$ cat config.mk
export PLATFORM = sky130hd
export DESIGN_NAME = lsu_ad
export DESIGN_NICKNAME = d
export VERILOG_FILES = /design/src/lsu_pkg.sv /design/src/lsu_ad.sv
export SDC_FILE = /design/constraint.sdc
export NUM_CORES = 1
export LEC_CHECK = 0
export BUFFER_PORTS_ARGS = -buffer_cell sky130_fd_sc_hd__buf_2
export CAP_MARGIN = 20
export CELL_PAD_IN_SITES_DETAIL_PLACEMENT = 1
export CELL_PAD_IN_SITES_GLOBAL_PLACEMENT = 1
export CORE_MARGIN = 2
export CORE_UTILIZATION = 33
export CTS_CLUSTER_SIZE = 14
export DETAILED_ROUTE_END_ITERATION = 7
export PLACE_DENSITY_LB_ADDON = 0.1
export SYNTH_ARGS = -nofsm -noshare
export SYNTH_HDL_FRONTEND = slang
export SYNTH_SLANG_ARGS = --single-unit
$ cat constraint.sdc
create_clock -name clk -period 7.5 [get_ports clk]
set_input_delay 0.375 -clock clk [delete_from_list [all_inputs] [get_ports clk]]
set_output_delay 0.375 -clock clk [all_outputs]
set_load 0.02 [all_outputs]
$ cat src/lsu_pkg.sv
// Load/store unit shared definitions

package lsu_pkg;

    // Datapath widths
    localparam int DATA_WIDTH   = 32;
    localparam int ADDR_WIDTH   = 32;
    localparam int TAG_WIDTH    = 5;

    // Store queue sizing
    localparam int SQ_DEPTH     = 4;
    localparam int SQ_IDX_WIDTH = 2;

    // Data memory is indexed by address bits 9 to 2
    localparam int DMEM_WORDS   = 256;

    typedef logic [DATA_WIDTH-1:0] data_t;
    typedef logic [ADDR_WIDTH-1:0] addr_t;
    typedef logic [TAG_WIDTH-1:0]  tag_t;
    typedef logic [2:0]            lsu_func_t;

    // LSU function codes
    localparam lsu_func_t LSU_FUNC_LB  = 3'd0;
    localparam lsu_func_t LSU_FUNC_LH  = 3'd1;
    localparam lsu_func_t LSU_FUNC_LW  = 3'd2;
    localparam lsu_func_t LSU_FUNC_LBU = 3'd3;
    localparam lsu_func_t LSU_FUNC_LHU = 3'd4;
    localparam lsu_func_t LSU_FUNC_SB  = 3'd5;
    localparam lsu_func_t LSU_FUNC_SH  = 3'd6;
    localparam lsu_func_t LSU_FUNC_SW  = 3'd7;

    // RV32 major opcodes
    localparam logic [6:0] OPCODE_LOAD  = 7'b0000011;
    localparam logic [6:0] OPCODE_STORE = 7'b0100011;

    // Load/store funct3 codes
    localparam logic [2:0] FUNCT3_B  = 3'b000;
    localparam logic [2:0] FUNCT3_H  = 3'b001;
    localparam logic [2:0] FUNCT3_W  = 3'b010;
    localparam logic [2:0] FUNCT3_BU = 3'b100;
    localparam logic [2:0] FUNCT3_HU = 3'b101;

endpackage

$ cat src/lsu_ad.sv
// LSU decode and address generation

`timescale 1ns/1ps

module lsu_ad (
    input  logic                clk,
    input  logic                n_rst,

    // Reservation station
    input  logic                i_valid,
    input  lsu_pkg::data_t      i_insn,
    input  lsu_pkg::data_t      i_src_a,
    input  lsu_pkg::data_t      i_src_b,
    input  lsu_pkg::tag_t       i_tag,
    output logic                o_stall,

    // Store queue status and head entry
    input  logic                i_sq_full,
    input  logic                i_retire_req,
    input  lsu_pkg::lsu_func_t  i_retire_func,
    input  lsu_pkg::addr_t      i_retire_addr,
    input  lsu_pkg::data_t      i_retire_data,
    output logic                o_retire_ack,

    // New store allocation
    output logic                o_alloc_en,
    output lsu_pkg::lsu_func_t  o_alloc_func,
    output lsu_pkg::addr_t      o_alloc_addr,
    output lsu_pkg::data_t      o_alloc_data,

    // To execute stage
    output logic                o_ad_valid,
    output logic                o_ad_is_store,
    output lsu_pkg::lsu_func_t  o_ad_func,
    output lsu_pkg::tag_t       o_ad_tag,
    output lsu_pkg::addr_t      o_ad_addr,
    output lsu_pkg::data_t      o_ad_data
);

    logic [6:0]          opcode;
    logic [2:0]          funct3;
    logic                is_load;
    logic                is_store;
    logic                accept;
    lsu_pkg::data_t      imm_i;
    lsu_pkg::data_t      imm_s;
    lsu_pkg::addr_t      addr;
    lsu_pkg::lsu_func_t  lsu_func;
    lsu_pkg::lsu_func_t  mux_func;
    lsu_pkg::addr_t      mux_addr;

    assign opcode   = i_insn[6:0];
    assign funct3   = i_insn[14:12];
    assign is_load  = (opcode == lsu_pkg::OPCODE_LOAD);
    assign is_store = (opcode == lsu_pkg::OPCODE_STORE);

    // Sign-extended I-type and S-type immediates
    assign imm_i = {{21{i_insn[31]}}, i_insn[30:25], i_insn[24:20]};
    assign imm_s = {{21{i_insn[31]}}, i_insn[30:25], i_insn[11:7]};

    assign addr = i_src_a + (is_store ? imm_s : imm_i);

    // Retirement always wins over a new op
    assign o_stall      = i_sq_full | i_retire_req;
    assign o_retire_ack = i_retire_req;
    assign accept       = i_valid & ~o_stall;

    // Function from funct3, width by load/store
    always_comb begin
        case (funct3)
            lsu_pkg::FUNCT3_B:  lsu_func = is_store ? lsu_pkg::LSU_FUNC_SB : lsu_pkg::LSU_FUNC_LB;
            lsu_pkg::FUNCT3_H:  lsu_func = is_store ? lsu_pkg::LSU_FUNC_SH : lsu_pkg::LSU_FUNC_LH;
            lsu_pkg::FUNCT3_W:  lsu_func = is_store ? lsu_pkg::LSU_FUNC_SW : lsu_pkg::LSU_FUNC_LW;
            lsu_pkg::FUNCT3_BU: lsu_func = lsu_pkg::LSU_FUNC_LBU;
            lsu_pkg::FUNCT3_HU: lsu_func = lsu_pkg::LSU_FUNC_LHU;
            default:            lsu_func = is_store ? lsu_pkg::LSU_FUNC_SW : lsu_pkg::LSU_FUNC_LW;
        endcase
    end

    // Pipeline mux, retiring store or new load
    always_comb begin
        mux_func = i_retire_req ? i_retire_func : lsu_func;
        mux_addr = i_retire_req ? i_retire_addr : addr;
    end

    // Store queue allocation
    always_ff @(posedge clk) begin
        if (!n_rst) begin
            o_alloc_en <= 1'b0;
        end else begin
            o_alloc_en <= accept & is_store;
        end
    end

    always_ff @(posedge clk) begin
        o_alloc_func <= lsu_func;
        o_alloc_addr <= addr;
        o_alloc_data <= i_src_b;
    end

    // New stores do not enter the pipeline until they retire
    always_ff @(posedge clk) begin
        if (!n_rst) begin
            o_ad_valid <= 1'b0;
        end else begin
            o_ad_valid <= i_retire_req | (accept & is_load);
        end
    end

    always_ff @(posedge clk) begin
        o_ad_is_store <= i_retire_req;
        o_ad_func     <= mux_func;
        o_ad_tag      <= i_tag;
        o_ad_addr     <= mux_addr;
        o_ad_data     <= i_retire_data;
    end

endmodule

==> out/results.ini <==
[timing]
setup_viol = 0
final.setup.tns_ns = 0
hold_viol = 0
slew_headroom = 0.572
tightestPinTransition_ns = 0.642
drv_slew = 0
fin_crit_ns = 3.88
rsz0062_at_grt = no
timing.final.crit_share = 0.517
fmax_mhz = 258

[die]
fp.dieW_um = 129
ios = 317
die_area_um2 = 16600
core_um2 = 15200
die_y_um = 129
start_util = 0.339
row_count = 45

[finish]
nets = 1007
diodes = 0
utilization = 0.493
syn_to_final_growth_pct = 45.6
stdcell_count = 1003
drive_gt1_frac = 0.461

[clocking]
cts_hold_buf = 0
cts_root_buffer = clkbuf_16
cts_max_level = 4
clkTransAtPathRegs_ns = 0.06
cts_resized = 0
clk_path_buf_depth = 2
post-cts-setup-buffer-count = 0
cts_tree = yes
numClockSinks = 142
numCtsBuffers = 17

[placed_design]
gp_congestion = 0.820
dp.final_hpwl_um = 14600
post-place-cells = 971
portBuffers = 311

[synthesis]
synth.most_common_cell = dfxtp_1
yosys-top-cells-area = dfxtp_1, ha_1, nand2_1
synthArstFlopShare = 0
ys_ff_latch = 142
synth_common_cells = dfxtp_1, nand2_1, a21oi_1
ys_types = 53
yosysTopAreaCellShare = 0.552
ys_warn_count = 0
seq_area_frac_synth = 0.552
synth_edf_count = 0
synthCells = 482
synth_flop_cell = dfxtp_1
syn-mean-instance-area_um2 = 10.7
synth_top_cell_by_area = dfxtp_1
syn-cell-area_um2 = 5150
synthesis.nets = 687

[power]
switchingPower_w = 0.000663
switching_share = 0.303
peakVddDrop_v = 0.000149
clock_power_share = 0.392
pwr-share-seq = 0.394
internal-power_w = 0.00153
p_leak_nw = 3.74
powerDensity_nw_per_um2 = 292
total_power_w = 0.00219
power_frac_comb = 0.214

[global_routing]
grt_pass1_wl_um = 27100
grt_pass1_vias = 5039
grt_use_met2 = 0.392
busiest_layer = met2
gr-total-overflow = 0
use_met1 = 0.236
grt_usage = 0.217
grt_max_degree = 29
use_met3 = 0.0715
antenna_found_initial = 1

[routing]
drt-pass1-iter-count = 4
ant_nets = 0
wl_um = 18200
drc = 0
routed-via-count = 4764
wl_per_cell_um = 18.1
via_per_inst = 4.75
drtIter0Drc = 148

[outcome]
outcome = finished, final reports clean

[setup_path]
critical_path.endpoint_type = flip-flop
crit_arrival_ns = 4.18
critical_path_class = in -> reg
crit_chain = buf_2 -> nor4_1 -> and3_1 -> nand2_1 -> mux2_2 -> ha_1 -> inv_1 -> fa_1 -> nor2b_1 -> o2111ai_2 -> a21oi_2 -> o21ai_2 -> a21oi_2 -> a311oi_4 -> xnor2_1 -> mux2_2
startpoint_type = primary input
crit_fanout = 9
max_stage_delay_ns = 0.45
crit_required_ns = 7.81
slowest_stage = nor4_1

[min_path]
hold_depth = 1
hp-class = in -> reg

[run]
timing.max_cap.violations = 0

==> layout by cell type (no fill, tap or decap), types with 3 or more instances in the layout <==
master and count:
ha_1 31, and3_1 3, a21oi_2 6, and2_1 3, nor2_1 19, a31oi_1 3, nand2b_1 4, clkinvlp_4 3
clkbuf_16 17, buf_2 311, o21a_1 5, a21oi_1 32, a21o_1 7, inv_6 5, a21boi_0 5, xnor2_1 21
nand2_1 70, nand3_1 4, o211ai_1 4, nor4_1 3, mux2_2 20, o21ai_0 18, xor2_1 8, dfxtp_1 142
nand4_1 4, nor2b_1 9, inv_1 14, o22ai_1 4
==> path summary, 6_finish.rpt <==
| kind | from | end | slack [ns] |
|---|---|---|---|
| min | i_retire_data[18] | o_ad_data[18]$_DFF_P_ | 0.05 |
| max | i_insn[3] | o_ad_addr[26]$_DFF_P_ | 3.62 |
==> cell type report <==
cell class / instances / area, um^2
inverter: 14 / 52.6
tap: 188 / 235
sequential: 142 / 2840
fill: 1836 / 7700
clock buffer: 20 / 447
multi-input combinational: 315 / 2210
clock inverter: 12 / 149
timing repair buffer: 312 / 1560
==> kinds of logic (layout without fill, tap and decap cells) <==
group / after synthesis / after routing / synth area share
buffers and inverters: 25 / 358 / 0.0192
xor gates and xnor gates: 29 / 29 / 0.0493
DFF: 142 / 142 / 0.552
adders and majority gates: 32 / 32 / 0.0792
muxes: 23 / 23 / 0.0505
and+or+nand+nor: 127 / 127 / 0.112
AOI/OAI and AO/OA: 104 / 104 / 0.138
==> metal layers <==
layer | vias to the layer above | part of all wire
met5 | - | 0
met4 | 0 | 0.022
met3 | 27 | 0.077
met2 | 182 | 0.52
met1 | 2243 | 0.38
li1 | 2312 | -
==> flip-flops by register name, summed over array words and instances (netlist names) <==
register	flops
o_ad_tag	5
o_alloc_data	32
o_ad_is_store	1
o_alloc_en	1
o_ad_data	32
o_ad_func	3
o_alloc_func	3
o_ad_addr	32
o_alloc_addr	32
o_ad_valid	1
==> stage by stage <==
| stage | instance area, um^2 | worst slack [ns] | hold WS [ns] |
|---|---|---|---|
| after floorplan | 5150 | 4.18 | 0.403 |
| after global placement | 6900 | 3.36 | 0.477 |
| after detailed placement | 6900 | 3.25 | 0.479 |
| after CTS | 7500 | 3.66 | 0.0376 |
| after global routing | 7500 | 3.45 | 0.0369 |
| final | 7500 | 3.62 | 0.0546 |
==> worst max-delay path, delay by kind of cell <==
| family | cells | cell delay (ns) |
|---|---|---|
| AO/OA/AOI/OAI | 5 | 1.00 |
| XOR/XNOR | 1 | 0.19 |
| adder cells (fa/ha/maj) | 2 | 0.60 |
| buffers and inverters | 2 | 0.17 |
| multiplexers | 2 | 0.60 |
| AND/OR/NAND/NOR | 4 | 1.26 |
==> power by group through the flow <==
stage,Sequential (W),Combinational [W],Clock [W]
detailed placement,0.000880,0.000471,0
CTS,0.000865,0.000475,0.000872
finish,0.000863,0.000469,0.000858
global route,0.000871,0.000510,0.000906
global placement,0.000877,0.000463,0
floorplan,0.000994,0.000167,0
No activity file was read; power rests on OpenSTA's default activity.
