File: config.mk
export PLATFORM = sky130hd
export DESIGN_NAME = lsu_sq
export DESIGN_NICKNAME = d
export VERILOG_FILES = /design/src/lsu_pkg.sv /design/src/lsu_sq.sv
export SDC_FILE = /design/constraint.sdc
export NUM_CORES = 1
export LEC_CHECK = 0
export BUFFER_PORTS_ARGS = -buffer_cell sky130_fd_sc_hd__buf_2
export CAP_MARGIN = 30
export CELL_PAD_IN_SITES_DETAIL_PLACEMENT = 1
export CELL_PAD_IN_SITES_GLOBAL_PLACEMENT = 1
export CORE_MARGIN = 1
export CORE_UTILIZATION = 40
export CTS_CLUSTER_SIZE = 28
export DETAILED_ROUTE_END_ITERATION = 8
export GPL_TIMING_DRIVEN = 0
export PLACE_DENSITY = 0.63
export SLEW_MARGIN = 30
export SYNTH_ARGS = -nofsm -noshare
export SYNTH_HDL_FRONTEND = slang
export SYNTH_SLANG_ARGS = --single-unit
File: constraint.sdc
create_clock -name clk -period 6.6 [get_ports clk]
set_input_delay 0.99 -clock clk [delete_from_list [all_inputs] [get_ports clk]]
set_output_delay 0.99 -clock clk [all_outputs]
set_load 0.03 [all_outputs]
File: src/lsu_pkg.sv
// Load/store unit shared definitions

package lsu_pkg;

    // Datapath widths
    localparam int DATA_WIDTH   = 32;
    localparam int ADDR_WIDTH   = 32;
    localparam int TAG_WIDTH    = 5;

    // Store queue sizing
    localparam int SQ_DEPTH     = 4;
    localparam int SQ_IDX_WIDTH = 2;

    // Data memory is indexed by address bits 9 to 2
    localparam int DMEM_WORDS   = 256;

    typedef logic [DATA_WIDTH-1:0] data_t;
    typedef logic [ADDR_WIDTH-1:0] addr_t;
    typedef logic [TAG_WIDTH-1:0]  tag_t;
    typedef logic [2:0]            lsu_func_t;

    // LSU function codes
    localparam lsu_func_t LSU_FUNC_LB  = 3'd0;
    localparam lsu_func_t LSU_FUNC_LH  = 3'd1;
    localparam lsu_func_t LSU_FUNC_LW  = 3'd2;
    localparam lsu_func_t LSU_FUNC_LBU = 3'd3;
    localparam lsu_func_t LSU_FUNC_LHU = 3'd4;
    localparam lsu_func_t LSU_FUNC_SB  = 3'd5;
    localparam lsu_func_t LSU_FUNC_SH  = 3'd6;
    localparam lsu_func_t LSU_FUNC_SW  = 3'd7;

    // RV32 major opcodes
    localparam logic [6:0] OPCODE_LOAD  = 7'b0000011;
    localparam logic [6:0] OPCODE_STORE = 7'b0100011;

    // Load/store funct3 codes
    localparam logic [2:0] FUNCT3_B  = 3'b000;
    localparam logic [2:0] FUNCT3_H  = 3'b001;
    localparam logic [2:0] FUNCT3_W  = 3'b010;
    localparam logic [2:0] FUNCT3_BU = 3'b100;
    localparam logic [2:0] FUNCT3_HU = 3'b101;

endpackage

File: src/lsu_sq.sv
// LSU store queue

`timescale 1ns/1ps

module lsu_sq (
    input  logic                clk,
    input  logic                n_rst,

    // Allocation from decode stage
    input  logic                i_alloc_en,
    input  lsu_pkg::lsu_func_t  i_alloc_func,
    input  lsu_pkg::addr_t      i_alloc_addr,
    input  lsu_pkg::data_t      i_alloc_data,

    // Commit pulse from the core
    input  logic                i_commit,

    // Retire handshake with decode stage
    input  logic                i_retire_ack,
    output logic                o_full,
    output logic                o_retire_req,
    output lsu_pkg::lsu_func_t  o_retire_func,
    output lsu_pkg::addr_t      o_retire_addr,
    output lsu_pkg::data_t      o_retire_data
);

    lsu_pkg::lsu_func_t  sq_func [lsu_pkg::SQ_DEPTH];
    lsu_pkg::addr_t      sq_addr [lsu_pkg::SQ_DEPTH];
    lsu_pkg::data_t      sq_data [lsu_pkg::SQ_DEPTH];

    logic [lsu_pkg::SQ_IDX_WIDTH-1:0] head;
    logic [lsu_pkg::SQ_IDX_WIDTH-1:0] tail;
    logic [lsu_pkg::SQ_IDX_WIDTH:0]   count;
    logic [lsu_pkg::SQ_IDX_WIDTH:0]   commit_cnt;
    logic                             push;
    logic                             pop;
    logic                             commit_ok;

    assign push      = i_alloc_en;
    assign pop       = i_retire_ack & o_retire_req;
    // Only entries not yet committed can take a commit
    assign commit_ok = i_commit & (commit_cnt != count);

    // A store already in the alloc register still needs a slot
    assign o_full = (count == lsu_pkg::SQ_DEPTH) ||
                    (i_alloc_en && (count == lsu_pkg::SQ_DEPTH - 1));

    assign o_retire_req  = (commit_cnt != '0);
    assign o_retire_func = sq_func[head];
    assign o_retire_addr = sq_addr[head];
    assign o_retire_data = sq_data[head];

    // Entry storage
    always_ff @(posedge clk) begin
        if (push) begin
            sq_func[tail] <= i_alloc_func;
            sq_addr[tail] <= i_alloc_addr;
            sq_data[tail] <= i_alloc_data;
        end
    end

    // Pointers wrap naturally at a power-of-two depth
    always_ff @(posedge clk) begin
        if (!n_rst) begin
            head <= '0;
            tail <= '0;
        end else begin
            if (push) begin
                tail <= tail + 1'b1;
            end
            if (pop) begin
                head <= head + 1'b1;
            end
        end
    end

    always_ff @(posedge clk) begin
        if (!n_rst) begin
            count <= '0;
        end else if (push && !pop) begin
            count <= count + 1'b1;
        end else if (pop && !push) begin
            count <= count - 1'b1;
        end
    end

    // Committed count tracks the retire-ready prefix of the queue
    always_ff @(posedge clk) begin
        if (!n_rst) begin
            commit_cnt <= '0;
        end else if (commit_ok && !pop) begin
            commit_cnt <= commit_cnt + 1'b1;
        end else if (pop && !commit_ok) begin
            commit_cnt <= commit_cnt - 1'b1;
        end
    end

endmodule

==> out/summary.md, run 1 <==
The actual transition at the worst max-transition pin works out to 0.699 ns. The flow ran to the end, and the final reports show no timing, DRC or antenna violations. The via count of the first global-routing pass was 5371; the horizontal extent of the die was 163 um.

Port buffering added 140 buffers. Prior to clock tree synthesis, the placed netlist has a worst setup slack of 3.83 ns. The logs give 0 for the residual antenna-violating net count after detailed routing and 0.534 for the relative slew slack.

The initial cell density of the core came out at 0.409. After routing the design area is 12500 sq um. Detailed placement ended at an HPWL of 13.0 mm.

Counting flops with a built-in enable in the synthesized netlist gives 268. After synthesis the cells add up to 10400 sq um. The clock-pin slew on the worst setup and hold paths works out to 0.06 ns. The root cell of the clock tree is clkbuf_16.

The number of placement rows was 58. Max-cap violations in this run came to 0. The cell area reported after detailed placement was 11600 sq um; the number of search-and-repair iterations in the first detailed-routing pass was 6. The async set or reset register ratio after synthesis is 0.

The most used flip-flop cell after synthesis is edfxtp_1. Die boundary height: 163 um. Synthesis produced a netlist whose cell count is 415. The congestion estimate from routability-driven global placement came to 0.699. Setup repair after global routing left no endpoint under its margin. The buffer levels on the longest clock path was 3; the final setup violation count was 0. By area the synthesized netlist is led by edfxtp_1 (78%), mux4_2 (15%), dfxtp_1 (2.3%).

Derived from the worst setup path, the maximum achievable clock frequency is 0.313 GHz. The endpoint class of the critical path was an output pin. The overall routing resource usage was 0.154. The tools report the leakage power of the design as 4.23 nW. Subtracting the final worst setup slack from the clock period gives 3.20 ns.

The run gives 29 as the number of buffers added by the clock tree synthesis step. The floorplan step defined a die boundary enclosing 26600 sq um. The worst hold-check path type is flop to flop. The area growth from synthesis to layout is 20.5%.

The data arrival time of the critical path was 2.21 ns; the clock latency at the later pin of the worst-skew pair was 0.54 ns. The share of final-layout standard cells stronger than drive strength 1 was 0.435; the largest net degree at the start of global routing was 38. The count of final max-slew check failures is 0. Data on the critical path is required at its endpoint by 5.61 ns. After the first detailed-routing iteration, the DRC count stood at 234. The worst hold margin is 0.550 ns, and the number of distinct library cells after synthesis is 26. For the number of antenna violations at the first check in global routing, the log shows 0.

The areal power density over the cells works out to 378 nW/um^2. The post-synthesis register bit count was 280; the average routed wire per standard cell was 21.4 um. The top cell type's share of synthesized area was 0.777. The run gives 4794 as the total number of vias. The run gives 0 as the hold violation count in the final report. After routing, the total negative slack on setup checks comes to 0 ns. Using the TritonRoute via totals, the vias-per-cell ratio works out to 5.07.

During synthesis, Yosys emitted a total of 0 warnings. IR analysis of the VDD net gives a maximum drop of 191 uV. The final layout contains 671 nets. The clock arrives with 0.00848 ns of skew. The core region is 25300 sq um. TritonCTS built the clock tree. The sequential area share after synthesis was 0.800; the post-synthesis area per instance was 25.0 sq um.

In this run the post-CTS setup repair buffer count came out at 0. Hold buffer count at cts: 0. Of all cell types, the one taking the most synthesized area is edfxtp_1. The routed design has 20.2 mm of wire. The kind of launch point of the worst setup path is a flop. Counting every sink on the clock net gives 280. Once the clock tree was built, the resizer swapped 0 gates to a different size. The critical path is of the flop to output pin type. The post-layout worst setup margin came out at 3.40 ns. Synthesis produced a netlist with a net count of 495. The completed layout was analyzed and its total power is 4.72 mW. For this run the aggregate overflow at the end of global routing stands at 0.

After detailed routing, the number of remaining DRC violations is 0. The share of the clock period used by the worst path after layout works out to 0.485. 141 I/O pins were placed. The first global-routing pass estimated 30.7 mm of wire.

The largest fanout of any net on the critical path is 10. The number of levels the H-tree was split into came out at 1.
per-stage QoR:
step / utilization / instances
after CTS: 0.493 / 944
after floorplan: - / 415
final: 0.493 / 945
after detailed placement: 0.458 / 890
after global routing: 0.493 / 944
after global placement: 0.453 / 885
synthesized netlist by cell type (3+ instances only):
library cell,instances
xor2_1,6
or3_1,3
ha_1,6
and2_1,10
xnor2_1,4
mux4_2,67
mux2i_1,3
nor2b_1,3
buf_4,3
buf_2,4
inv_1,4
buf_1,3
buf_12,4
edfxtp_1,268
dfxtp_1,12
cells by family (layout without fill, tap and decap cells):
kind of cell	after synthesis	in the layout	synth area share
buf+inv	20	219	0.0158
xor+xnor	10	10	0.00845
flops	280	280	0.800
fa+ha+maj	8	8	0.0111
mux	70	70	0.148
simple gates	20	20	0.0116
other cells	0	1	0
compound gates	7	7	0.00483
critical path, cell delays in order (launching register included):
cell	delay, ns
dfxtp_1	0.42
buf_2	0.33
buf_2	0.35
mux4_2	0.37
buf_2	0.20
report_power, final:
part / leakage (nW) / internal, mW / switching [mW]
registers: 2.56 / 2.05 / 0.0450
clock network: 0.433 / 0.891 / 0.628
logic: 1.23 / 0.456 / 0.645
cells in the final DEF, fill, tap and decap left out, types with 6 or more instances in the layout:
master	instances
ha_1	6
clkbuf_1	10
mux4_2	67
and2_1	6
xor2_1	6
buf_12	9
dfxtp_1	12
edfxtp_1	268
clkinv_1	6
buf_2	144
clkbuf_16	29
registers in the layout (all words and copies together), names as in the netlist, named ones only:
register / flops
sq_addr: 128
count: 3
tail: 2
sq_func: 12
commit_cnt: 3
head: 2
sq_data: 128
final timing paths:
| kind | startpoint | endpoint | slack, ns | depth (start not counted) |
|---|---|---|---|---|
| hold / removal | count[2] | count[2] | 0.55 | 2 |
| hold reg to reg | count[2] | count[2] | 0.55 | 2 |
| setup reg to reg | commit_cnt[0] | commit_cnt[2] | 4.15 | 7 |
| setup / recovery | flop | o_retire_addr[24] | 3.40 | 4 |
layer usage:
layer	vias up	track usage	wire (um)
met3	21	0.0349	1260
li1	2113	-	-
met2	134	0.274	10500
met4	0	0.0340	219
met1	2526	0.192	8270
met5	-	0	0
cell type report:
| type | instances | area (sq um) |
|---|---|---|
| Sequential cell | 280 | 8290 |
| Multi-Input combinational cell | 115 | 1920 |
| Clock buffer | 42 | 815 |
| Timing Repair Buffer | 145 | 801 |
| Clock inverter | 12 | 86.3 |
| Buffer | 16 | 149 |
| Fill cell | 2286 | 12800 |
| Inverter | 4 | 15.0 |
| Antenna cell | 1 | 2.50 |
| Tap cell | 330 | 413 |
Note: power is estimated with default switching activity, not from simulation.
==> run 2, diff against run 1 <==
--- a/config.mk
+++ b/config.mk
@@ -5,6 +5,7 @@
 export SDC_FILE = /design/constraint.sdc
 export NUM_CORES = 1
 export LEC_CHECK = 0
+export ABC_AREA = 1
 export BUFFER_PORTS_ARGS = -buffer_cell sky130_fd_sc_hd__buf_2
 export CAP_MARGIN = 30
 export CELL_PAD_IN_SITES_DETAIL_PLACEMENT = 1
@@ -14,7 +15,7 @@
 export CTS_CLUSTER_SIZE = 28
 export DETAILED_ROUTE_END_ITERATION = 8
 export GPL_TIMING_DRIVEN = 0
-export PLACE_DENSITY = 0.63
+export PLACE_DENSITY = 0.69
 export SLEW_MARGIN = 30
 export SYNTH_ARGS = -nofsm -noshare
 export SYNTH_HDL_FRONTEND = slang
==> constraint.sdc (replaced) <==
create_clock -name clk -period 2.6 [get_ports clk]
set_input_delay 0.39 -clock clk [delete_from_list [all_inputs] [get_ports clk]]
set_output_delay 0.39 -clock clk [all_outputs]
set_load 0.03 [all_outputs]
==> run 2 against run 1 <==
Against the previous run:
- flip-flop and latch count is the same
- wire length is 27% higher
- sequential power rose to 2.5 times the previous value
- synthesized cell count up 78%
- final area up 2.1%
- combinational power rose to 2.8 times the previous value
- largest power group unchanged
- utilization shrank 0.36 points
- total power grew to 2.6 times the previous value
- critical endpoint is now o_retire_data[17]
- global-route usage up 3.5 points
- critical path type unchanged
- final cell count increased by 35%
==> out/summary.md, run 2 <==
The number of distinct library cells after synthesis was 24 (-7.7%). In the layout the commonest cells are edfxtp_1 (268), buf_2 (155), nor2_1 (144), o21ai_0 (136), o22ai_1 (67). Among all flip-flop cells after synthesis, the most frequent one is edfxtp_1.

The worst setup path is captured at an output pin. The data arrival time of the critical path came out at 2.11 ns (-0.10 ns). The routed wire length was 25.6 mm (+27%); the end-of-flow core utilization was 0.490 (-0.00362). The actual transition at the worst max-transition pin was 0.419 ns (-0.280 ns). For the worst supply voltage drop on vdd, the log shows 592 uV (+210%). The worst hold path belongs to the class primary input to flop. Based on the critical path, the design can be clocked at up to 0.400 GHz.

The share of final-layout standard cells stronger than drive strength 1 was 0.248 (-0.187); the horizontal extent of the die was 165 um (+1.1%). The run finished with clean final reports. The number of clock sinks is 280 (unchanged), and the number of flops mapped to enable cells by yosys is 268 (unchanged). Area occupied by multi-input gates: 1950 sq um (+1.4%). The cell accounting for the most synthesized area is edfxtp_1. The async set or reset register ratio after synthesis is 0 (unchanged), and the internal power consumption is 8.36 mW (+150%).

The average routed wire per standard cell was 20.1 um (-6.0%). The largest fanout of any net on the critical path was 17 (+7); the final instance area was 12800 sq um (+2.1%). The tools report the clock tree skew after final layout as 0.0102 ns (+0.00175 ns). For the residual antenna-violating net count after detailed routing, the log shows 0 (unchanged). The tools report the buffer levels on the longest clock path as 3 (unchanged). The logs give 0.315 (-0.007) for the portion of total power attributed to the clock network and 4.57 nW (+8.1%) for the leakage power of the design. The boundary pin count came out at 141 (unchanged). Via count of the first global-routing pass: 6999 (+30%).

Post-CTS repair timing setup buffer count: 0 (unchanged). The startpoint identified for the worst hold timing path is i_alloc_func[0]. The hold buffer count at cts was 0 (unchanged). Sorting the synthesized cells by how often they occur yields edfxtp_1 (268), nor2_1 (144), o21ai_0 (136), o22ai_1 (67), nand2_1 (20). The post-synthesis register bit count was 280 (unchanged).

STA classifies the critical path startpoint as a flop. The sequential area share after synthesis is 0.781 (-0.0183). The clock-pin slew on the worst setup and hold paths was 0.06 ns (about the same); the hold violation count in the final report was 0 (unchanged).

The layout-stage area growth over the synthesis result came out at 20.3%. For the number of antenna violations at the first check in global routing, the log shows 4 (+4). The number of placement rows is 59 (+1.7%), and the die boundary height is 165 um (+1.1%). The tools report the count of final max-slew check failures as 0 (unchanged). The global-route wire length before repair came out at 38.4 mm (+25%). TritonCTS built the clock tree.

For the number of nets in the layout, the log shows 993 (+48%). The number of buffers added by the clock tree synthesis step came out at 29 (unchanged). Worst setup path category: flop to output pin. The logs give 739 (+78%) for the post-synthesis instance total and 0.254 (+0.021) for the combinational share of power.

The number of nets in the synthesized netlist was 819 (+65%); the total of buffers placed on input and output ports was 140 (unchanged). The tools report the power spent charging and discharging nets as 3.94 mW (+200%). Initial cell density of the core: 0.407 (-0.00218).

By area the synthesized netlist is led by edfxtp_1 (76%), o21ai_0 (6.4%), nor2_1 (5.1%). The cell area reported after detailed placement was 11800 sq um (+2.3%); the number of remaining DRC errors was 0 (unchanged). The top cell type's share of synthesized area is 0.759 (-0.0178). The library cell used most frequently in the layout, excluding fill and tap cells, is edfxtp_1. The areal power density over the cells works out to 964 nW/um^2 (+160%). In the final layout, the registers with the most flip-flops are sq_addr x128, sq_data x128, sq_func x12. For the post-cts gate resize count, the log shows 1 (+1). The post-detailed-placement half-perimeter wirelength was 15.9 mm (+23%); the number of DRC markers after the initial detailed-route iteration was 417 (+78%).

The largest net degree at the start of global routing is 56 (+47%). CTS placed an instance of clkbuf_16 at the clock tree root. The most used standard cell by instance count after synthesis was edfxtp_1.

The power share of the sequential group was 0.431 (-0.014); the share of the clock period used by the worst path after layout was 0.962. Clock latency at the later pin of the worst-skew pair: 0.53 ns (about the same). The relative slew slack is 0.721 (+0.187), and the area of the mapped netlist is 10600 sq um (+2.3%). The proportion of total power due to net switching was 0.321 (+0.0413). The vias per cell was 5.22 (+2.9%). The logs give 0 (unchanged) for the final setup violation count and 26100 sq um (+2.9%) for the area of the core region. The overall routing resource usage was 0.189 (+0.0348); the final-layout fill cell count was 2636 (+15%).

Setup repair after global routing left no endpoint under its margin. The number of levels the H-tree was split into came out at 1 (unchanged). The post-synthesis area per instance is 14.4 sq um (-43%), and the final RePlAce weighted congestion is 0.705 (+0.90%). The tools report the startpoint of the most critical register-to-register path as commit_cnt[0]. The overflow left after global routing was 0 (unchanged); the required arrival time at the worst endpoint was 2.21 ns (-3.40 ns). The number of search-and-repair iterations in the first detailed-routing pass came out at 6 (unchanged).

Total number of vias: 6643 (+39%). The Yosys warning count was 0 (unchanged). The clock period minus worst slack is 2.50 ns, and the overall die area is 27200 sq um (+2.3%). For the number of max-cap violations, the log shows 0 (unchanged). The run gives 8290 sq um (unchanged) as the footprint of the flip-flops and latches.
-- run 2: changes by cell type after synthesis, moves of 5 or more --
cell and delta:
and2_1 -10, nor2_1 +143, buf_2 +10, a21oi_1 +6
buf_6 +9, clkbuf_2 +7, clkbuf_1 +7, inv_1 +15
xor2_1 -5, nand2_1 +18, o21ai_0 +134, mux4_2 -67
o22ai_1 +67, nand3_1 +5
-- run 2: power by group through the flow --
stage,clock [mW],sequential (mW),combinational (mW)
final,3.88,5.30,3.12
after global routing,4.13,5.32,3.42
after CTS,3.97,5.30,3.17
after detailed placement,0,5.40,3.15
after global placement,0,5.40,3.07
after floorplan,0,5.37,2.08
-- run 2: metal layers --
metal	global-route usage	up-vias	wire length, um
li1	-	3105	-
met1	0.240	3326	11000
met2	0.330	161	12700
met3	0.0349	47	1410
met4	0.0550	4	539
met5	0	-	25
-- run 2: worst paths after layout --
check | slack [ns] | end | cells after the start
worst max register to register | 0.71 | commit_cnt[1] | 8
worst min register to register | 0.52 | head[1] | 2
worst min-delay path | 0.07 | sq_func[3][0] | 1
worst max-delay path | 0.1 | o_retire_data[17] | 7
-- run 2: cell families after synthesis --
kind of cell / synth area share
flops: 0.781
compound gates: 0.109
simple gates: 0.0610
buf+inv: 0.0348
fa+ha+maj: 0.0109
xor+xnor: 0.00330
-- run 2: final cells by class --
cell class / count / area share
antenna: 3 / 0.000588
buffer: 42 / 0.0228
clock buffer: 45 / 0.0647
clock inverter: 8 / 0.00549
inverter: 21 / 0.00814
multi-input combinational: 395 / 0.153
sequential: 280 / 0.650
tap: 335 / 0.0329
timing repair buffer: 144 / 0.0630
-- run 2: critical path, stage by stage, from the launching register on --
cell and delay [ns]:
dfxtp_1 0.31, buf_6 0.16, inv_6 0.16, buf_8 0.19, buf_6 0.17, nor2_1 0.06, o22ai_1 0.26, buf_2 0.26
-- run 2: stage by stage --
step           hold slack, ns  setup TNS (ns)  cells  power (mW)  setup WS (ns)
2_1_floorplan           0.466               0    739        7.45          0.289
3_3_place_gp            0.491         -231.67   1214        8.48         -0.955
3_5_place_dp            0.507               0   1218        8.55          0.542
4_1_cts                0.0505               0   1270        12.4        0.00878
5_1_grt                0.0562               0   1271        12.9         0.0121
6_report               0.0702               0   1273        12.3         0.0999
