==> config.mk <==
export PLATFORM = sky130hd
export DESIGN_NAME = lsu_wb
export DESIGN_NICKNAME = d
export VERILOG_FILES = /design/src/lsu_pkg.sv /design/src/lsu_wb.sv
export SDC_FILE = /design/constraint.sdc
export NUM_CORES = 1
export LEC_CHECK = 0
export ABC_AREA = 1
export BUFFER_PORTS_ARGS = -buffer_cell sky130_fd_sc_hd__buf_4
export CAP_MARGIN = 20
export CORE_MARGIN = 10
export CORE_UTILIZATION = 31
export CTS_BUF_LIST = sky130_fd_sc_hd__clkbuf_8
export DETAILED_ROUTE_END_ITERATION = 10
export GPL_TIMING_DRIVEN = 0
export PLACE_DENSITY = 0.52
export SLEW_MARGIN = 40
export SYNTH_ARGS = -nofsm -noshare
export SYNTH_HDL_FRONTEND = slang
export SYNTH_SLANG_ARGS = --single-unit
==> constraint.sdc <==
create_clock -name clk -period 1.3 [get_ports clk]
set_clock_uncertainty 0.1 [all_clocks]
set_input_delay 0.39 -clock clk [delete_from_list [all_inputs] [get_ports clk]]
set_output_delay 0.39 -clock clk [all_outputs]
set_load 0.1 [all_outputs]
==> src/lsu_pkg.sv <==
// Load/store unit shared definitions

package lsu_pkg;

    // Datapath widths
    localparam int DATA_WIDTH   = 32;
    localparam int ADDR_WIDTH   = 32;
    localparam int TAG_WIDTH    = 5;

    // Store queue sizing
    localparam int SQ_DEPTH     = 4;
    localparam int SQ_IDX_WIDTH = 2;

    // Data memory is indexed by address bits 9 to 2
    localparam int DMEM_WORDS   = 256;

    typedef logic [DATA_WIDTH-1:0] data_t;
    typedef logic [ADDR_WIDTH-1:0] addr_t;
    typedef logic [TAG_WIDTH-1:0]  tag_t;
    typedef logic [2:0]            lsu_func_t;

    // LSU function codes
    localparam lsu_func_t LSU_FUNC_LB  = 3'd0;
    localparam lsu_func_t LSU_FUNC_LH  = 3'd1;
    localparam lsu_func_t LSU_FUNC_LW  = 3'd2;
    localparam lsu_func_t LSU_FUNC_LBU = 3'd3;
    localparam lsu_func_t LSU_FUNC_LHU = 3'd4;
    localparam lsu_func_t LSU_FUNC_SB  = 3'd5;
    localparam lsu_func_t LSU_FUNC_SH  = 3'd6;
    localparam lsu_func_t LSU_FUNC_SW  = 3'd7;

    // RV32 major opcodes
    localparam logic [6:0] OPCODE_LOAD  = 7'b0000011;
    localparam logic [6:0] OPCODE_STORE = 7'b0100011;

    // Load/store funct3 codes
    localparam logic [2:0] FUNCT3_B  = 3'b000;
    localparam logic [2:0] FUNCT3_H  = 3'b001;
    localparam logic [2:0] FUNCT3_W  = 3'b010;
    localparam logic [2:0] FUNCT3_BU = 3'b100;
    localparam logic [2:0] FUNCT3_HU = 3'b101;

endpackage

==> src/lsu_wb.sv <==
// LSU load result stage

`timescale 1ns/1ps

module lsu_wb (
    input  logic                clk,
    input  logic                n_rst,

    // From execute stage
    input  logic                i_ex_valid,
    input  lsu_pkg::lsu_func_t  i_ex_func,
    input  lsu_pkg::tag_t       i_ex_tag,
    input  logic [1:0]          i_ex_byte_off,
    input  lsu_pkg::data_t      i_ex_word,

    // Load result
    output logic                o_result_valid,
    output lsu_pkg::tag_t       o_result_tag,
    output lsu_pkg::data_t      o_result_data
);

    logic [7:0]      ld_byte;
    logic [15:0]     ld_half;
    lsu_pkg::data_t  ld_data;

    // Byte by full offset, halfword by offset bit 1
    assign ld_byte = i_ex_word[8*i_ex_byte_off +: 8];
    assign ld_half = i_ex_byte_off[1] ? i_ex_word[31:16] : i_ex_word[15:0];

    always_comb begin
        case (i_ex_func)
            lsu_pkg::LSU_FUNC_LB:  ld_data = {{24{ld_byte[7]}}, ld_byte};
            lsu_pkg::LSU_FUNC_LBU: ld_data = {24'b0, ld_byte};
            lsu_pkg::LSU_FUNC_LH:  ld_data = {{16{ld_half[15]}}, ld_half};
            lsu_pkg::LSU_FUNC_LHU: ld_data = {16'b0, ld_half};
            default:               ld_data = i_ex_word;
        endcase
    end

    always_ff @(posedge clk) begin
        o_result_tag  <= i_ex_tag;
        o_result_data <= ld_data;
    end

    always_ff @(posedge clk) begin
        if (!n_rst) begin
            o_result_valid <= 1'b0;
        end else begin
            o_result_valid <= i_ex_valid;
        end
    end

endmodule

==> impl_summary.txt, run 1 <==
----------------------------------------------------
[Job]
  Max-capacitance violation count ... 0

[Placement]
  Cell area after placement ... about 2600 um2
  Total placed cells including tap cells ... between 400 and 500
  Number of buffer cells added on primary ports ... 81
  Dpl ws ... -0.177 ns
  GPL Wtd Cong ... 0.873
  HPWL after detailed placement ... approximately 4800 um

[Power and ir drop]
  Power per unit of standard cell area ... 1280 nW/um2
  Leakage ... approximately 1.7 nW
  Overall power after layout ... roughly 0.004 W
  Largest vdd supply drop ... between 0.0008 and 0.0009 V

[Floorplan]
  Standard-cell rows ... 28
  DIE HEIGHT ... 98.1 um
  I/O pins ... 83
  Placeable core area ... around 5900 um2
  Initial cell density of the core ... 0.320
  Overall die width ... 98.1 um
  Die area ... 9630 um2

[CTS]
  # clock sinks ... 38
  Root buffer cell ... sky130_fd_sc_hd__clkbuf_8
  Total setup buffers inserted after CTS ... 0
  H-tree Lvls ... 2
  TritonCTS clock tree ... done
  Number of buffers created by CTS ... 5
  Max Root-Sink Buffers ... 2
  Clk slew on worst S/H paths ... roughly 0.08 ns

[Drt]
  Detailed Route Iter0 Violations ... about 110
  Detailed-route vias per instance ... 4.30
  # DRC ... 0
  Antenna Violating Nets Remaining ... 0
  Wirelength, routed ... slightly below 6000 um
  First-pass DRT Iterations ... 4
  Post-DR wirelength/cell ... approximately 14 um
  Total via count after detailed routing ... 1871

[Critical path]
  Arrival time reported for the critical path endpoint ... 0.82 ns
  Worst setup SP type ... flop
  Critical Setup Path Class ... flop to output pin
  Data required time at the worst endpoint ... ~0.81 ns
  Kind of capture point of the worst setup path ... output pin
  WP buf/inv ... 1
  CP delay by family, top ... flip-flops
  Cell-by-cell trace of the critical path ... buf_12
  Peak per-stage delay on the critical path ... ~0.35 ns
  Slowest cell on the critical path ... sky130_fd_sc_hd__dfxtp_2
  Critical Path Fanout Max ... 1

[Timing]
  Max frequency ... ~760 MHz
  Number of endpoints failing setup at the final stage ... 10
  Rel. slew slack ... 0.778
  Ratio of final minimum period to clock period ... 1.01
  Final count of hold timing violations ... 0
  Actual transition at the worst max-transition pin ... 0.333 ns
  Time the worst path needs with I/O delays and setup ... roughly 1.3 ns
  Final count of pins violating max slew ... 0
  Worst setup slack after layout ... -0.0112 ns
  RSZ-0062 raised after global routing ... true

[Final layout]
  Post-route non-filler standard cell count ... between 400 and 500
  Layout cell share with drive strength beyond 1 ... 0.450
  Relative area change from synthesis to final layout ... 68.9%
  Inserted Diodes ... 0
  Post-layout utilization of the core ... 0.540
  Non-Filler Cell Area, Final ... approximately 3200 um2
  Count of nets after finishing ... approximately 400

[Logic synthesis]
  Number of standard cells after synthesis ... around 270
  Net Count, Synth ... ~320
  Synthesized cell area ... between 1500 and 2000 um2
  Fraction of the yosys area taken by sequential cells ... 0.402
  Yosys warning total ... 0
  Distinct cells, synth ... 17
  Count of state elements after synthesis ... 38
  Mean post-synth cell area ... approximately 7 um2

[Global routing]
  Grt ovf ... 0
  Global-route wire length before repair ... between 9000 and 10000 um
  Gr usage total ... 0.125
  Largest net degree at the start of global routing ... 12
  Via count of the first global-routing pass ... approximately 2000
  Initial antenna violation count ... 0

[Worst hold path]
  Class of the tightest hold or removal check ... primary input to flop

[Status]
  Status ... finished with violations
  Failing checks ... setup timing

----------------------------------------------------
what timing repair did:
action | 4_1_cts | 5_1_grt
hold buffers | 0 | 0
setup endpoints to repair | 38 | 38
resized for setup | 114 | 0
final timing paths:
| path | start | to | slack, ns | depth (start not counted) |
|---|---|---|---|---|
| worst max-delay path | o_result_data[1] | o_result_data[1] | -0.01 | 1 |
| worst min-delay path | i_ex_tag[1] | o_result_tag[1] | 0.1 | 1 |
sequential cells by signal, indices dropped and copies added, names as in the netlist:
name and count:
o_result_data 32, o_result_valid 1, o_result_tag 5
layer usage:
metal,track usage,share of wire,up-vias
li1,-,-,1013
met1,0.146,0.43,793
met2,0.206,0.47,55
met3,0.0402,0.071,10
met4,0.0537,0.027,0
met5,0,0,-
cell usage after synthesis:
cell                         n  area [um2]
sky130_fd_sc_hd__inv_2       2        7.51
sky130_fd_sc_hd__a21oi_2     1        8.76
sky130_fd_sc_hd__buf_2       4        20.0
sky130_fd_sc_hd__nand3b_1    1        7.51
sky130_fd_sc_hd__buf_4       4        30.0
sky130_fd_sc_hd__nand2b_4    1        13.8
sky130_fd_sc_hd__inv_1      32         120
sky130_fd_sc_hd__nand3_2    11         110
sky130_fd_sc_hd__o21ai_0     7        35.0
sky130_fd_sc_hd__clkinv_1    1        3.75
sky130_fd_sc_hd__nand2_1   111         417
sky130_fd_sc_hd__nand3_1    46         230
sky130_fd_sc_hd__dfxtp_1    38         761
sky130_fd_sc_hd__nor2_2      1        6.26
sky130_fd_sc_hd__buf_6       7        78.8
sky130_fd_sc_hd__nand2_2     4        25.0
sky130_fd_sc_hd__nand3_4     1        17.5
cells in the final DEF, fill, tap and decap left out, types with 4 or more instances in the layout:
master,netlist,layout
sky130_fd_sc_hd__nand3_2,11,11
sky130_fd_sc_hd__buf_2,4,4
sky130_fd_sc_hd__o21ai_0,7,7
sky130_fd_sc_hd__nand2_2,4,4
sky130_fd_sc_hd__buf_4,4,47
sky130_fd_sc_hd__nand3_1,46,46
sky130_fd_sc_hd__buf_12,0,38
sky130_fd_sc_hd__dfxtp_2,0,38
sky130_fd_sc_hd__clkbuf_8,0,5
sky130_fd_sc_hd__nand2_1,111,111
sky130_fd_sc_hd__buf_6,7,7
sky130_fd_sc_hd__inv_1,32,32
stage by stage:
step	hold WS (ns)	setup TNS [ns]
CTS	0.0940	-0.200
finish	0.0980	-0.0487
floorplan	0.318	0
global route	0.0813	-0.863
detailed placement	0.396	-3.69
global placement	0.395	-3.35
area by class of cell:
| class | instances | area [um2] |
|---|---|---|
| well taps | 75 | 93.8 |
| flip-flops and latches | 38 | 808 |
| multi-input cells | 184 | 871 |
| fillers | 580 | 2730 |
| repair buffers | 81 | 1080 |
| clock buffers | 5 | 68.8 |
| plain buffers | 15 | 129 |
| clock inverters | 2 | 10.0 |
| inverters | 35 | 131 |
power by group:
| group | internal, W | total [W] | switching, W |
|---|---|---|---|
| Clock | 0.000360 | 0.000788 | 0.000428 |
| Combinational | 0.000682 | 0.00188 | 0.00120 |
| Sequential | 0.00131 | 0.00141 | 0.0000976 |
cells by family after synthesis:
logic type | after synthesis | synth area share
flip-flops | 38 | 0.402
AND/OR/NAND/NOR | 176 | 0.437
AO/OA/AOI/OAI | 8 | 0.0231
buffers and inverters | 50 | 0.138
(Power assumes the default switching activity.)
==> run 2: changes to the inputs <==
--- a/config.mk
+++ b/config.mk
@@ -5,7 +5,6 @@
 export SDC_FILE = /design/constraint.sdc
 export NUM_CORES = 1
 export LEC_CHECK = 0
-export ABC_AREA = 1
 export BUFFER_PORTS_ARGS = -buffer_cell sky130_fd_sc_hd__buf_4
 export CAP_MARGIN = 20
 export CORE_MARGIN = 10
@@ -13,7 +12,7 @@
 export CTS_BUF_LIST = sky130_fd_sc_hd__clkbuf_8
 export DETAILED_ROUTE_END_ITERATION = 10
 export GPL_TIMING_DRIVEN = 0
-export PLACE_DENSITY = 0.52
+export PLACE_DENSITY = 0.53
 export SLEW_MARGIN = 40
 export SYNTH_ARGS = -nofsm -noshare
 export SYNTH_HDL_FRONTEND = slang
==> impl_summary.txt, run 2 <==
----------------------------------------------------
[Logic synthesis]
  FFs w/ async S/R, synth ... 0 (unchanged)
  Share of Yosys cell area claimed by the top area cell type ... 0.423 (+0.0213)
  EDFF count, synth ... 0 (unchanged)
  Net Count, Synth ... 248 (-22%)
  Main area contributors after synthesis ... sky130_fd_sc_hd__dfxtp_1 (42%), sky130_fd_sc_hd__nand2_1 (11%), sky130_fd_sc_hd__o221ai_1 (6.3%)
  Yosys warning total ... 0 (unchanged)
  Most frequent cell after synthesis ... sky130_fd_sc_hd__nand2_1
  Number of standard cells after synthesis ... 203 (-25%)
  Distinct cells, synth ... 38 (+21)
  Most numerous cell types in the synthesized netlist ... sky130_fd_sc_hd__nand2_1 (52), sky130_fd_sc_hd__dfxtp_1 (38), sky130_fd_sc_hd__o221ai_1 (13)
  Fraction of the yosys area taken by sequential cells ... 0.423 (+0.0213)
  Top_reg_cell synth ... sky130_fd_sc_hd__dfxtp_1
  Count of state elements after synthesis ... 38 (unchanged)
  Mean post-synth cell area ... 8.85 um2 (+27%)
  Top cell type by total area after synthesis ... sky130_fd_sc_hd__dfxtp_1
  Synthesized cell area ... 1800 um2 (-5.0%)

[Final layout]
  Layout cell share with drive strength beyond 1 ... 0.584 (+0.134)
  Inserted Diodes ... 0 (unchanged)
  Highest-count cells in the layout ignoring fill and taps ... sky130_fd_sc_hd__buf_4 (44), sky130_fd_sc_hd__nand2_1 (40), sky130_fd_sc_hd__dfxtp_2 (38), sky130_fd_sc_hd__buf_12 (38), sky130_fd_sc_hd__o221ai_1 (13)
  Post-layout utilization of the core ... 0.602 (+0.0623)
  Register with the most flip-flops ... o_result_data
  Biggest registers after layout ... o_result_data: 32 flops, o_result_tag: 5 flops, o_result_valid: 1 flops
  Leading cell type in the layout, fill and taps excluded ... sky130_fd_sc_hd__buf_4
  Flip-flop count of the largest register, all copies and words added ... 32 (unchanged)
  Relative area change from synthesis to final layout ... 86.8%
  FILL cells ... 478 (-18%)
  Count of nets after finishing ... 342 (-16%)

[CTS]
  # clock sinks ... 38 (unchanged)
  Count of hold-fix buffers inserted at cts ... 0 (unchanged)
  Clk slew on worst S/H paths ... 0.08 ns (about the same)
  Number of buffers created by CTS ... 5 (unchanged)
  Max Root-Sink Buffers ... 2 (unchanged)
  TritonCTS clock tree ... done
  H-tree Lvls ... 2 (unchanged)
  Root buffer cell ... sky130_fd_sc_hd__clkbuf_8

[Timing]
  Summed negative setup slack over all endpoints ... -2.55 ns (-2.50 ns)
  Number of endpoints failing setup at the final stage ... 54 (+44)
  Max frequency ... 700 MHz (-8.2%)
  RSZ-0062 raised after global routing ... true
  Rel. slew slack ... 0.711 (-0.0670)
  Ratio of final minimum period to clock period ... 1.10 (+0.0905)
  Time the worst path needs with I/O delays and setup ... 1.43 ns (+0.118 ns)
  Actual transition at the worst max-transition pin ... 0.432 ns (+0.0990 ns)
  Final count of hold timing violations ... 0 (unchanged)
  Hold slack final ... 0.0946 ns (-0.00339 ns)
  Worst setup slack after layout ... -0.129 ns (-0.118 ns)
  Final count of pins violating max slew ... 0 (unchanged)

[Job]
  Max-capacitance violation count ... 0 (unchanged)

[Floorplan]
  DIE HEIGHT ... 96.1 um (-2.0%)
  Initial cell density of the core ... 0.322 (+0.00281)
  I/O pins ... 83 (unchanged)
  Overall die width ... 96.1 um (-2.0%)
  Placeable core area ... 5570 um2 (-5.9%)
  Die area ... 9240 um2 (-4.0%)
  Standard-cell rows ... 27 (-3.6%)

[Critical path]
  Critical path launch point ... i_ex_byte_off[0]
  Critical Path Fanout Max ... 5 (+4)
  Worst setup SP type ... primary input
  Data required time at the worst endpoint ... 1.39 ns (+0.58 ns)
  Kind of capture point of the worst setup path ... flop
  Arrival time reported for the critical path endpoint ... 1.52 ns (+0.70 ns)
  Critical Setup Path Class ... primary input to flop

[Power and ir drop]
  Power per unit of standard cell area ... 1290 nW/um2 (+0.96%)
  Largest vdd supply drop ... 0.000539 V (-36%)
  Leakage ... 1.51 nW (-11%)

[Drt]
  Post-DR wirelength/cell ... 19.3 um (+42%)
  Wirelength, routed ... 7150 um (+21%)
  Antenna Violating Nets Remaining ... 0 (unchanged)
  Detailed Route Iter0 Violations ... 67 (-38%)
  Detailed-route vias per instance ... 5.05 (+18%)
  First-pass DRT Iterations ... 4 (unchanged)
  Total via count after detailed routing ... 1870 (-0.053%)
  # DRC ... 0 (unchanged)

[Worst hold path]
  Worst Hold End ... o_result_tag[3]
  Cell count of the worst hold path ... 1 (unchanged)
  Class of the tightest hold or removal check ... primary input to flop
  Hold Crit Start ... i_ex_tag[3]

[Placement]
  GPL Wtd Cong ... 0.868 (-0.50%)
  Number of buffer cells added on primary ports ... 80 (-1.2%)
  Dpl ws ... -0.690 ns (-0.513 ns)
  HPWL after detailed placement ... 4870 um (+1.4%)

[Status]
  Failing checks ... setup timing
  Status ... finished with violations

[Global routing]
  Via count of the first global-routing pass ... 1885 (-5.8%)
  Global-route wire length before repair ... 10700 um (+7.7%)
  Initial antenna violation count ... 0 (unchanged)
  Largest net degree at the start of global routing ... 13 (+1)
  Grt ovf ... 0 (unchanged)
  Gr usage total ... 0.151 (+0.0254)

----------------------------------------------------
[run 2: changes by cell type after synthesis, sizes merged, moves of 8 or more]
cell    before  now
clkbuf       0    8
inv         34    2
nand2      115   52
nand3       58    0
nor2b        0    9
o221ai       0   13
[run 2: how the worst max path moves through the flow]
stage | slack [ns] | cells after the start | endpoint
after global placement | -0.68 | 5 | o_result_data[21]
after detailed placement | -0.69 | 5 | o_result_data[23]
after floorplan | -0.37 | 4 | o_result_data[10]
after global routing | -0.14 | 6 | o_result_data[21]
final | -0.13 | 6 | o_result_data[16]
after CTS | -0.14 | 6 | o_result_data[20]
[run 2: final cells by class]
type / instances / area [um2] / area share
plain buffers: 16 / 159 / 0.0474
clock buffers: 6 / 82.6 / 0.0246
clock inverters: 2 / 12.5 / 0.00373
inverters: 2 / 7.51 / 0.00224
multi-input cells: 145 / 1010 / 0.301
flip-flops and latches: 38 / 808 / 0.241
well taps: 72 / 90.1 / 0.0268
repair buffers: 89 / 1180 / 0.353
[run 2: power breakdown]
group | total [W] | internal, W | switching (W)
Clock | 0.000892 | 0.000427 | 0.000465
Combinational | 0.00201 | 0.000767 | 0.00124
Sequential | 0.00142 | 0.00132 | 0.000103
Total | 0.00432 | 0.00251 | 0.00181
[run 2: critical path, cell delays in order]
cell and delay, ns:
sky130_fd_sc_hd__buf_8 0.07, sky130_fd_sc_hd__mux4_2 0.53, sky130_fd_sc_hd__a22oi_2 0.19, sky130_fd_sc_hd__buf_6 0.15
sky130_fd_sc_hd__buf_6 0.14, sky130_fd_sc_hd__nand2_2 0.05
[run 2: logic make-up after synthesis]
logic type | count (synthesis) | share of synthesized area
simple gates | 89 | 0.247
flops | 38 | 0.423
xor+xnor | 1 | 0.00488
compound gates | 45 | 0.208
mux | 10 | 0.0641
buf+inv | 20 | 0.0522
[run 2: timing repair]
action	4_1_cts	5_1_grt
setup buffers	8	0
gates cloned	1	0
endpoints found under the setup margin	69	70
gates resized for setup	143	16
pin swaps	2	1
[run 2: per-layer routing]
layer | share of wire | vias to the layer above | GRT usage | wire, um
li1 | - | 917 | - | -
met1 | 0.45 | 879 | 0.186 | 3190
met2 | 0.47 | 68 | 0.250 | 3380
met3 | 0.070 | 6 | 0.0397 | 499
met4 | 0.012 | 0 | 0.0442 | 85
met5 | 0 | - | 0 | 0
[run 2: stage by stage]
step	area, um2	std cells	power, W
6_report	3360	370	0.00432
5_1_grt	3360	370	0.00447
4_1_cts	3320	371	0.00431
3_5_place_dp	2600	355	0.00299
3_3_place_gp	2600	355	0.00299
2_1_floorplan	1910	203	0.00258
==> run 3: changes to the inputs <==
--- a/config.mk
+++ b/config.mk
@@ -8,11 +8,11 @@
 export BUFFER_PORTS_ARGS = -buffer_cell sky130_fd_sc_hd__buf_4
 export CAP_MARGIN = 20
 export CORE_MARGIN = 10
-export CORE_UTILIZATION = 31
+export CORE_UTILIZATION = 48
 export CTS_BUF_LIST = sky130_fd_sc_hd__clkbuf_8
 export DETAILED_ROUTE_END_ITERATION = 10
 export GPL_TIMING_DRIVEN = 0
-export PLACE_DENSITY = 0.53
+export PLACE_DENSITY = 0.78
 export SLEW_MARGIN = 40
 export SYNTH_ARGS = -nofsm -noshare
 export SYNTH_HDL_FRONTEND = slang
==> impl_summary.txt, run 3 <==
----------------------------------------------------
[Logic synthesis]
  Distinct cells, synth ... 38 (unchanged)
  Main area contributors after synthesis ... sky130_fd_sc_hd__dfxtp_1 (42%), sky130_fd_sc_hd__nand2_1 (11%), sky130_fd_sc_hd__o221ai_1 (6.3%)
  Count of state elements after synthesis ... 38 (unchanged)
  Number of standard cells after synthesis ... 203 (unchanged)
  Fraction of the yosys area taken by sequential cells ... 0.423 (unchanged)
  Mean post-synth cell area ... 8.85 um2 (unchanged)
  Top cell type by total area after synthesis ... sky130_fd_sc_hd__dfxtp_1
  Top_reg_cell synth ... sky130_fd_sc_hd__dfxtp_1
  FFs w/ async S/R, synth ... 0 (unchanged)
  Most frequent cell after synthesis ... sky130_fd_sc_hd__nand2_1
  EDFF count, synth ... 0 (unchanged)
  Share of Yosys cell area claimed by the top area cell type ... 0.423 (unchanged)
  Most numerous cell types in the synthesized netlist ... sky130_fd_sc_hd__nand2_1 (52), sky130_fd_sc_hd__dfxtp_1 (38), sky130_fd_sc_hd__o221ai_1 (13)
  Net Count, Synth ... 248 (unchanged)
  Yosys warning total ... 0 (unchanged)
  Synthesized cell area ... 1800 um2 (unchanged)

[Floorplan]
  DIE HEIGHT ... 81.2 um (-16%)
  I/O pins ... 83 (unchanged)
  Overall die width ... 81.2 um (-16%)
  Standard-cell rows ... 22 (-19%)
  Initial cell density of the core ... 0.494 (+0.172)

[Timing]
  Worst EP post-GRT repair ... o_result_data[14]$_DFF_P_/D
  Worst ep type ... register data pin

[CTS]
  # clock sinks ... 38 (unchanged)
  Max Root-Sink Buffers ... 2 (unchanged)
  Number of buffers created by CTS ... 5 (unchanged)
  Root buffer cell ... sky130_fd_sc_hd__clkbuf_8
  H-tree Lvls ... 2 (unchanged)

[Status]
  Status ... aborted with a tool error
  Terminating stage of the flow ... global routing
  Stop err ... [ERROR DPL-0033] detailed placement checks failed during check placement.

[Placement]
  GPL Wtd Cong ... 0.826 (-4.8%)
  Number of buffer cells added on primary ports ... 80 (unchanged)
  HPWL after detailed placement ... 4500 um (-7.7%)

[Global routing]
  Initial antenna violation count ... 0
  Largest net degree at the start of global routing ... 13

----------------------------------------------------
-- run 3: cell counts after synthesis --
Identical to the previous run, type by type.
-- run 3: logic make-up after synthesis --
logic type | after synthesis | share of synthesized area
simple gates | 89 | 0.247
compound gates | 45 | 0.208
flops | 38 | 0.423
buf+inv | 20 | 0.0522
mux | 10 | 0.0641
xor+xnor | 1 | 0.00488
-- run 3: timing repair --
item	in CTS
hold buffers	0
setup endpoints to repair	69
gates resized for setup	141
cloned	1
pin swaps	2
setup buffers	7
-- run 3: metrics by stage --
stage	instance area [um2]	setup slack [ns]	hold WS [ns]	instances	utilization
CTS	3280	-0.198	0.0909	347	0.903
floorplan	1910	-0.367	0.318	203	-
global placement	2570	-0.648	0.394	331	0.708
detailed placement	2570	-0.656	0.396	331	0.708
==> run 4: changes to the inputs <==
--- a/config.mk
+++ b/config.mk
@@ -8,11 +8,10 @@
 export BUFFER_PORTS_ARGS = -buffer_cell sky130_fd_sc_hd__buf_4
 export CAP_MARGIN = 20
 export CORE_MARGIN = 10
-export CORE_UTILIZATION = 48
-export CTS_BUF_LIST = sky130_fd_sc_hd__clkbuf_8
+export CORE_UTILIZATION = 40
 export DETAILED_ROUTE_END_ITERATION = 10
 export GPL_TIMING_DRIVEN = 0
-export PLACE_DENSITY = 0.78
+export PLACE_DENSITY_LB_ADDON = 0.15
 export SLEW_MARGIN = 40
 export SYNTH_ARGS = -nofsm -noshare
 export SYNTH_HDL_FRONTEND = slang
==> impl_summary.txt, run 4 (synthesis gave the netlist of run 2 again) <==
----------------------------------------------------
[Final layout]
  Highest-count cells in the layout ignoring fill and taps ... sky130_fd_sc_hd__buf_4 (43), sky130_fd_sc_hd__nand2_1 (43), sky130_fd_sc_hd__dfxtp_2 (38), sky130_fd_sc_hd__buf_12 (38), sky130_fd_sc_hd__buf_6 (11)
  Count of nets after finishing ... roughly 340
  Inserted Diodes ... 0
  Biggest registers after layout ... o_result_data: 32 flops, o_result_tag: 5 flops, o_result_valid: 1 flops
  Register with the most flip-flops ... o_result_data
  Relative area change from synthesis to final layout ... 87.3%
  FILL cells ... around 270
  Layout cell share with drive strength beyond 1 ... 0.609
  Flip-flop count of the largest register, all copies and words added ... 32
  Non-Filler Cell Area, Final ... 3360 um2
  Post-route non-filler standard cell count ... 349
  Post-layout utilization of the core ... 0.773

[Floorplan]
  Die area ... 7570 um2
  I/O pins ... 83 (unchanged)
  Placeable core area ... 4350 um2
  Standard-cell rows ... 24 (+9.1%)
  DIE HEIGHT ... 87.0 um (+7.2%)
  Overall die width ... 87.0 um (+7.2%)
  Initial cell density of the core ... 0.413 (-0.0818)

[Timing]
  Ratio of final minimum period to clock period ... 1.13
  Actual transition at the worst max-transition pin ... 0.470 ns
  Rel. slew slack ... 0.686
  Hold slack final ... 0.0977 ns
  Time the worst path needs with I/O delays and setup ... 1.47 ns
  Max frequency ... just under 700 MHz
  Final count of hold timing violations ... 0
  RSZ-0062 raised after global routing ... true
  Worst setup slack after layout ... -0.172 ns
  Final count of pins violating max slew ... 0
  Number of endpoints failing setup at the final stage ... 39

[Global routing]
  Grt ovf ... 0
  Largest net degree at the start of global routing ... 12
  Gr usage total ... 0.179
  Initial antenna violation count ... 0
  Global-route wire length before repair ... approximately 11000 um
  Via count of the first global-routing pass ... 1974

[Critical path]
  Kind of capture point of the worst setup path ... flop
  Critical Path Fanout Max ... 5
  Data required time at the worst endpoint ... 1.38 ns
  Critical path launch point ... i_ex_byte_off[0]
  Critical Setup Path Class ... primary input to flop
  Arrival time reported for the critical path endpoint ... ~1.6 ns
  Cell-by-cell trace of the critical path ... buf_8 -> mux4_2 -> a22oi_2 -> buf_6 -> buf_4 -> nand2_1
  CP delay by family, top ... multiplexers
  WP buf/inv ... 3
  Peak per-stage delay on the critical path ... 0.53 ns
  Worst setup SP type ... primary input
  Slowest cell on the critical path ... sky130_fd_sc_hd__mux4_2

[CTS]
  Clk slew on worst S/H paths ... about 0.08 ns
  TritonCTS clock tree ... done
  # clock sinks ... 38 (unchanged)
  Max Root-Sink Buffers ... 2 (unchanged)
  Number of buffers created by CTS ... 5 (unchanged)
  Count of hold-fix buffers inserted at cts ... 0 (unchanged)
  Root buffer cell ... sky130_fd_sc_hd__clkbuf_8
  H-tree Lvls ... 2 (unchanged)

[Drt]
  # DRC ... 0
  Post-DR wirelength/cell ... approximately 21 um
  Antenna Violating Nets Remaining ... 0
  First-pass DRT Iterations ... 4
  Total via count after detailed routing ... around 2000
  Detailed Route Iter0 Violations ... 134
  Wirelength, routed ... about 7200 um
  Detailed-route vias per instance ... approximately 5.7

[Worst hold path]
  Worst Hold End ... o_result_tag[3]
  Cell count of the worst hold path ... 1
  Hold Crit Start ... i_ex_tag[3]
  Class of the tightest hold or removal check ... primary input to flop

[Power and ir drop]
  Leakage ... about 1.5 nW
  Power per unit of standard cell area ... between 1000 and 1500 nW/um2
  Largest vdd supply drop ... about 0.00050 V

[Placement]
  Number of buffer cells added on primary ports ... 80 (unchanged)
  GPL Wtd Cong ... 0.881 (+6.6%)
  Total placed cells including tap cells ... 335 (+1.2%)
  Cell area after placement ... 2580 um2 (+0.19%)
  HPWL after detailed placement ... 4490 um (about the same)
  Dpl ws ... -0.640 ns (+0.0160 ns)

[Status]
  Failing checks ... setup timing
  Status ... finished with violations

[Job]
  Max-capacitance violation count ... 0

----------------------------------------------------
run 4: per-layer routing:
layer	share of wire	global-route usage	vias up
met3	0.079	0.0534	6
met1	0.41	0.220	955
met4	0.0061	0.0442	0
li1	-	-	919
met2	0.50	0.297	97
met5	0	0	-
run 4: stage by stage:
step                      setup TNS, ns  power [W]
after floorplan                   -8.38    0.00258
after global placement           -16.05    0.00297
after detailed placement         -16.28    0.00298
after CTS                         -2.58    0.00417
after global routing              -4.30    0.00438
final                             -3.46    0.00425
run 4: worst max path at each step:
stage                              to  cells past startpoint
floorplan           o_result_data[10]                      4
global placement    o_result_data[23]                      5
detailed placement  o_result_data[22]                      5
CTS                 o_result_data[21]                      6
global route        o_result_data[25]                      6
finish              o_result_data[25]                      6
run 4: final cells by class:
type,count,area [um2],share of cell area
Clock buffer,5,68.8,0.0205
Clock inverter,2,10.0,0.00298
Tap cell,52,65.1,0.0193
Sequential cell,38,808,0.240
Inverter,2,7.51,0.00223
Buffer,17,166,0.0495
Multi-Input combinational cell,145,1070,0.318
Timing Repair Buffer,88,1170,0.348
run 4: repair_timing:
item,CTS,global route
gates cloned,1,0
resized for setup,139,27
setup endpoints to repair,68,70
pin swaps,2,4
buffers inserted,6,1
run 4: report_power, final:
group / leakage (nW) / total (W) / switching (W) / internal, W
combinational: 1.15 / 0.00205 / 0.00127 / 0.000782
sequential: 0.324 / 0.00142 / 0.000106 / 0.00132
clock: 0.0438 / 0.000773 / 0.000413 / 0.000360
total: 1.52 / 0.00425 / 0.00179 / 0.00246
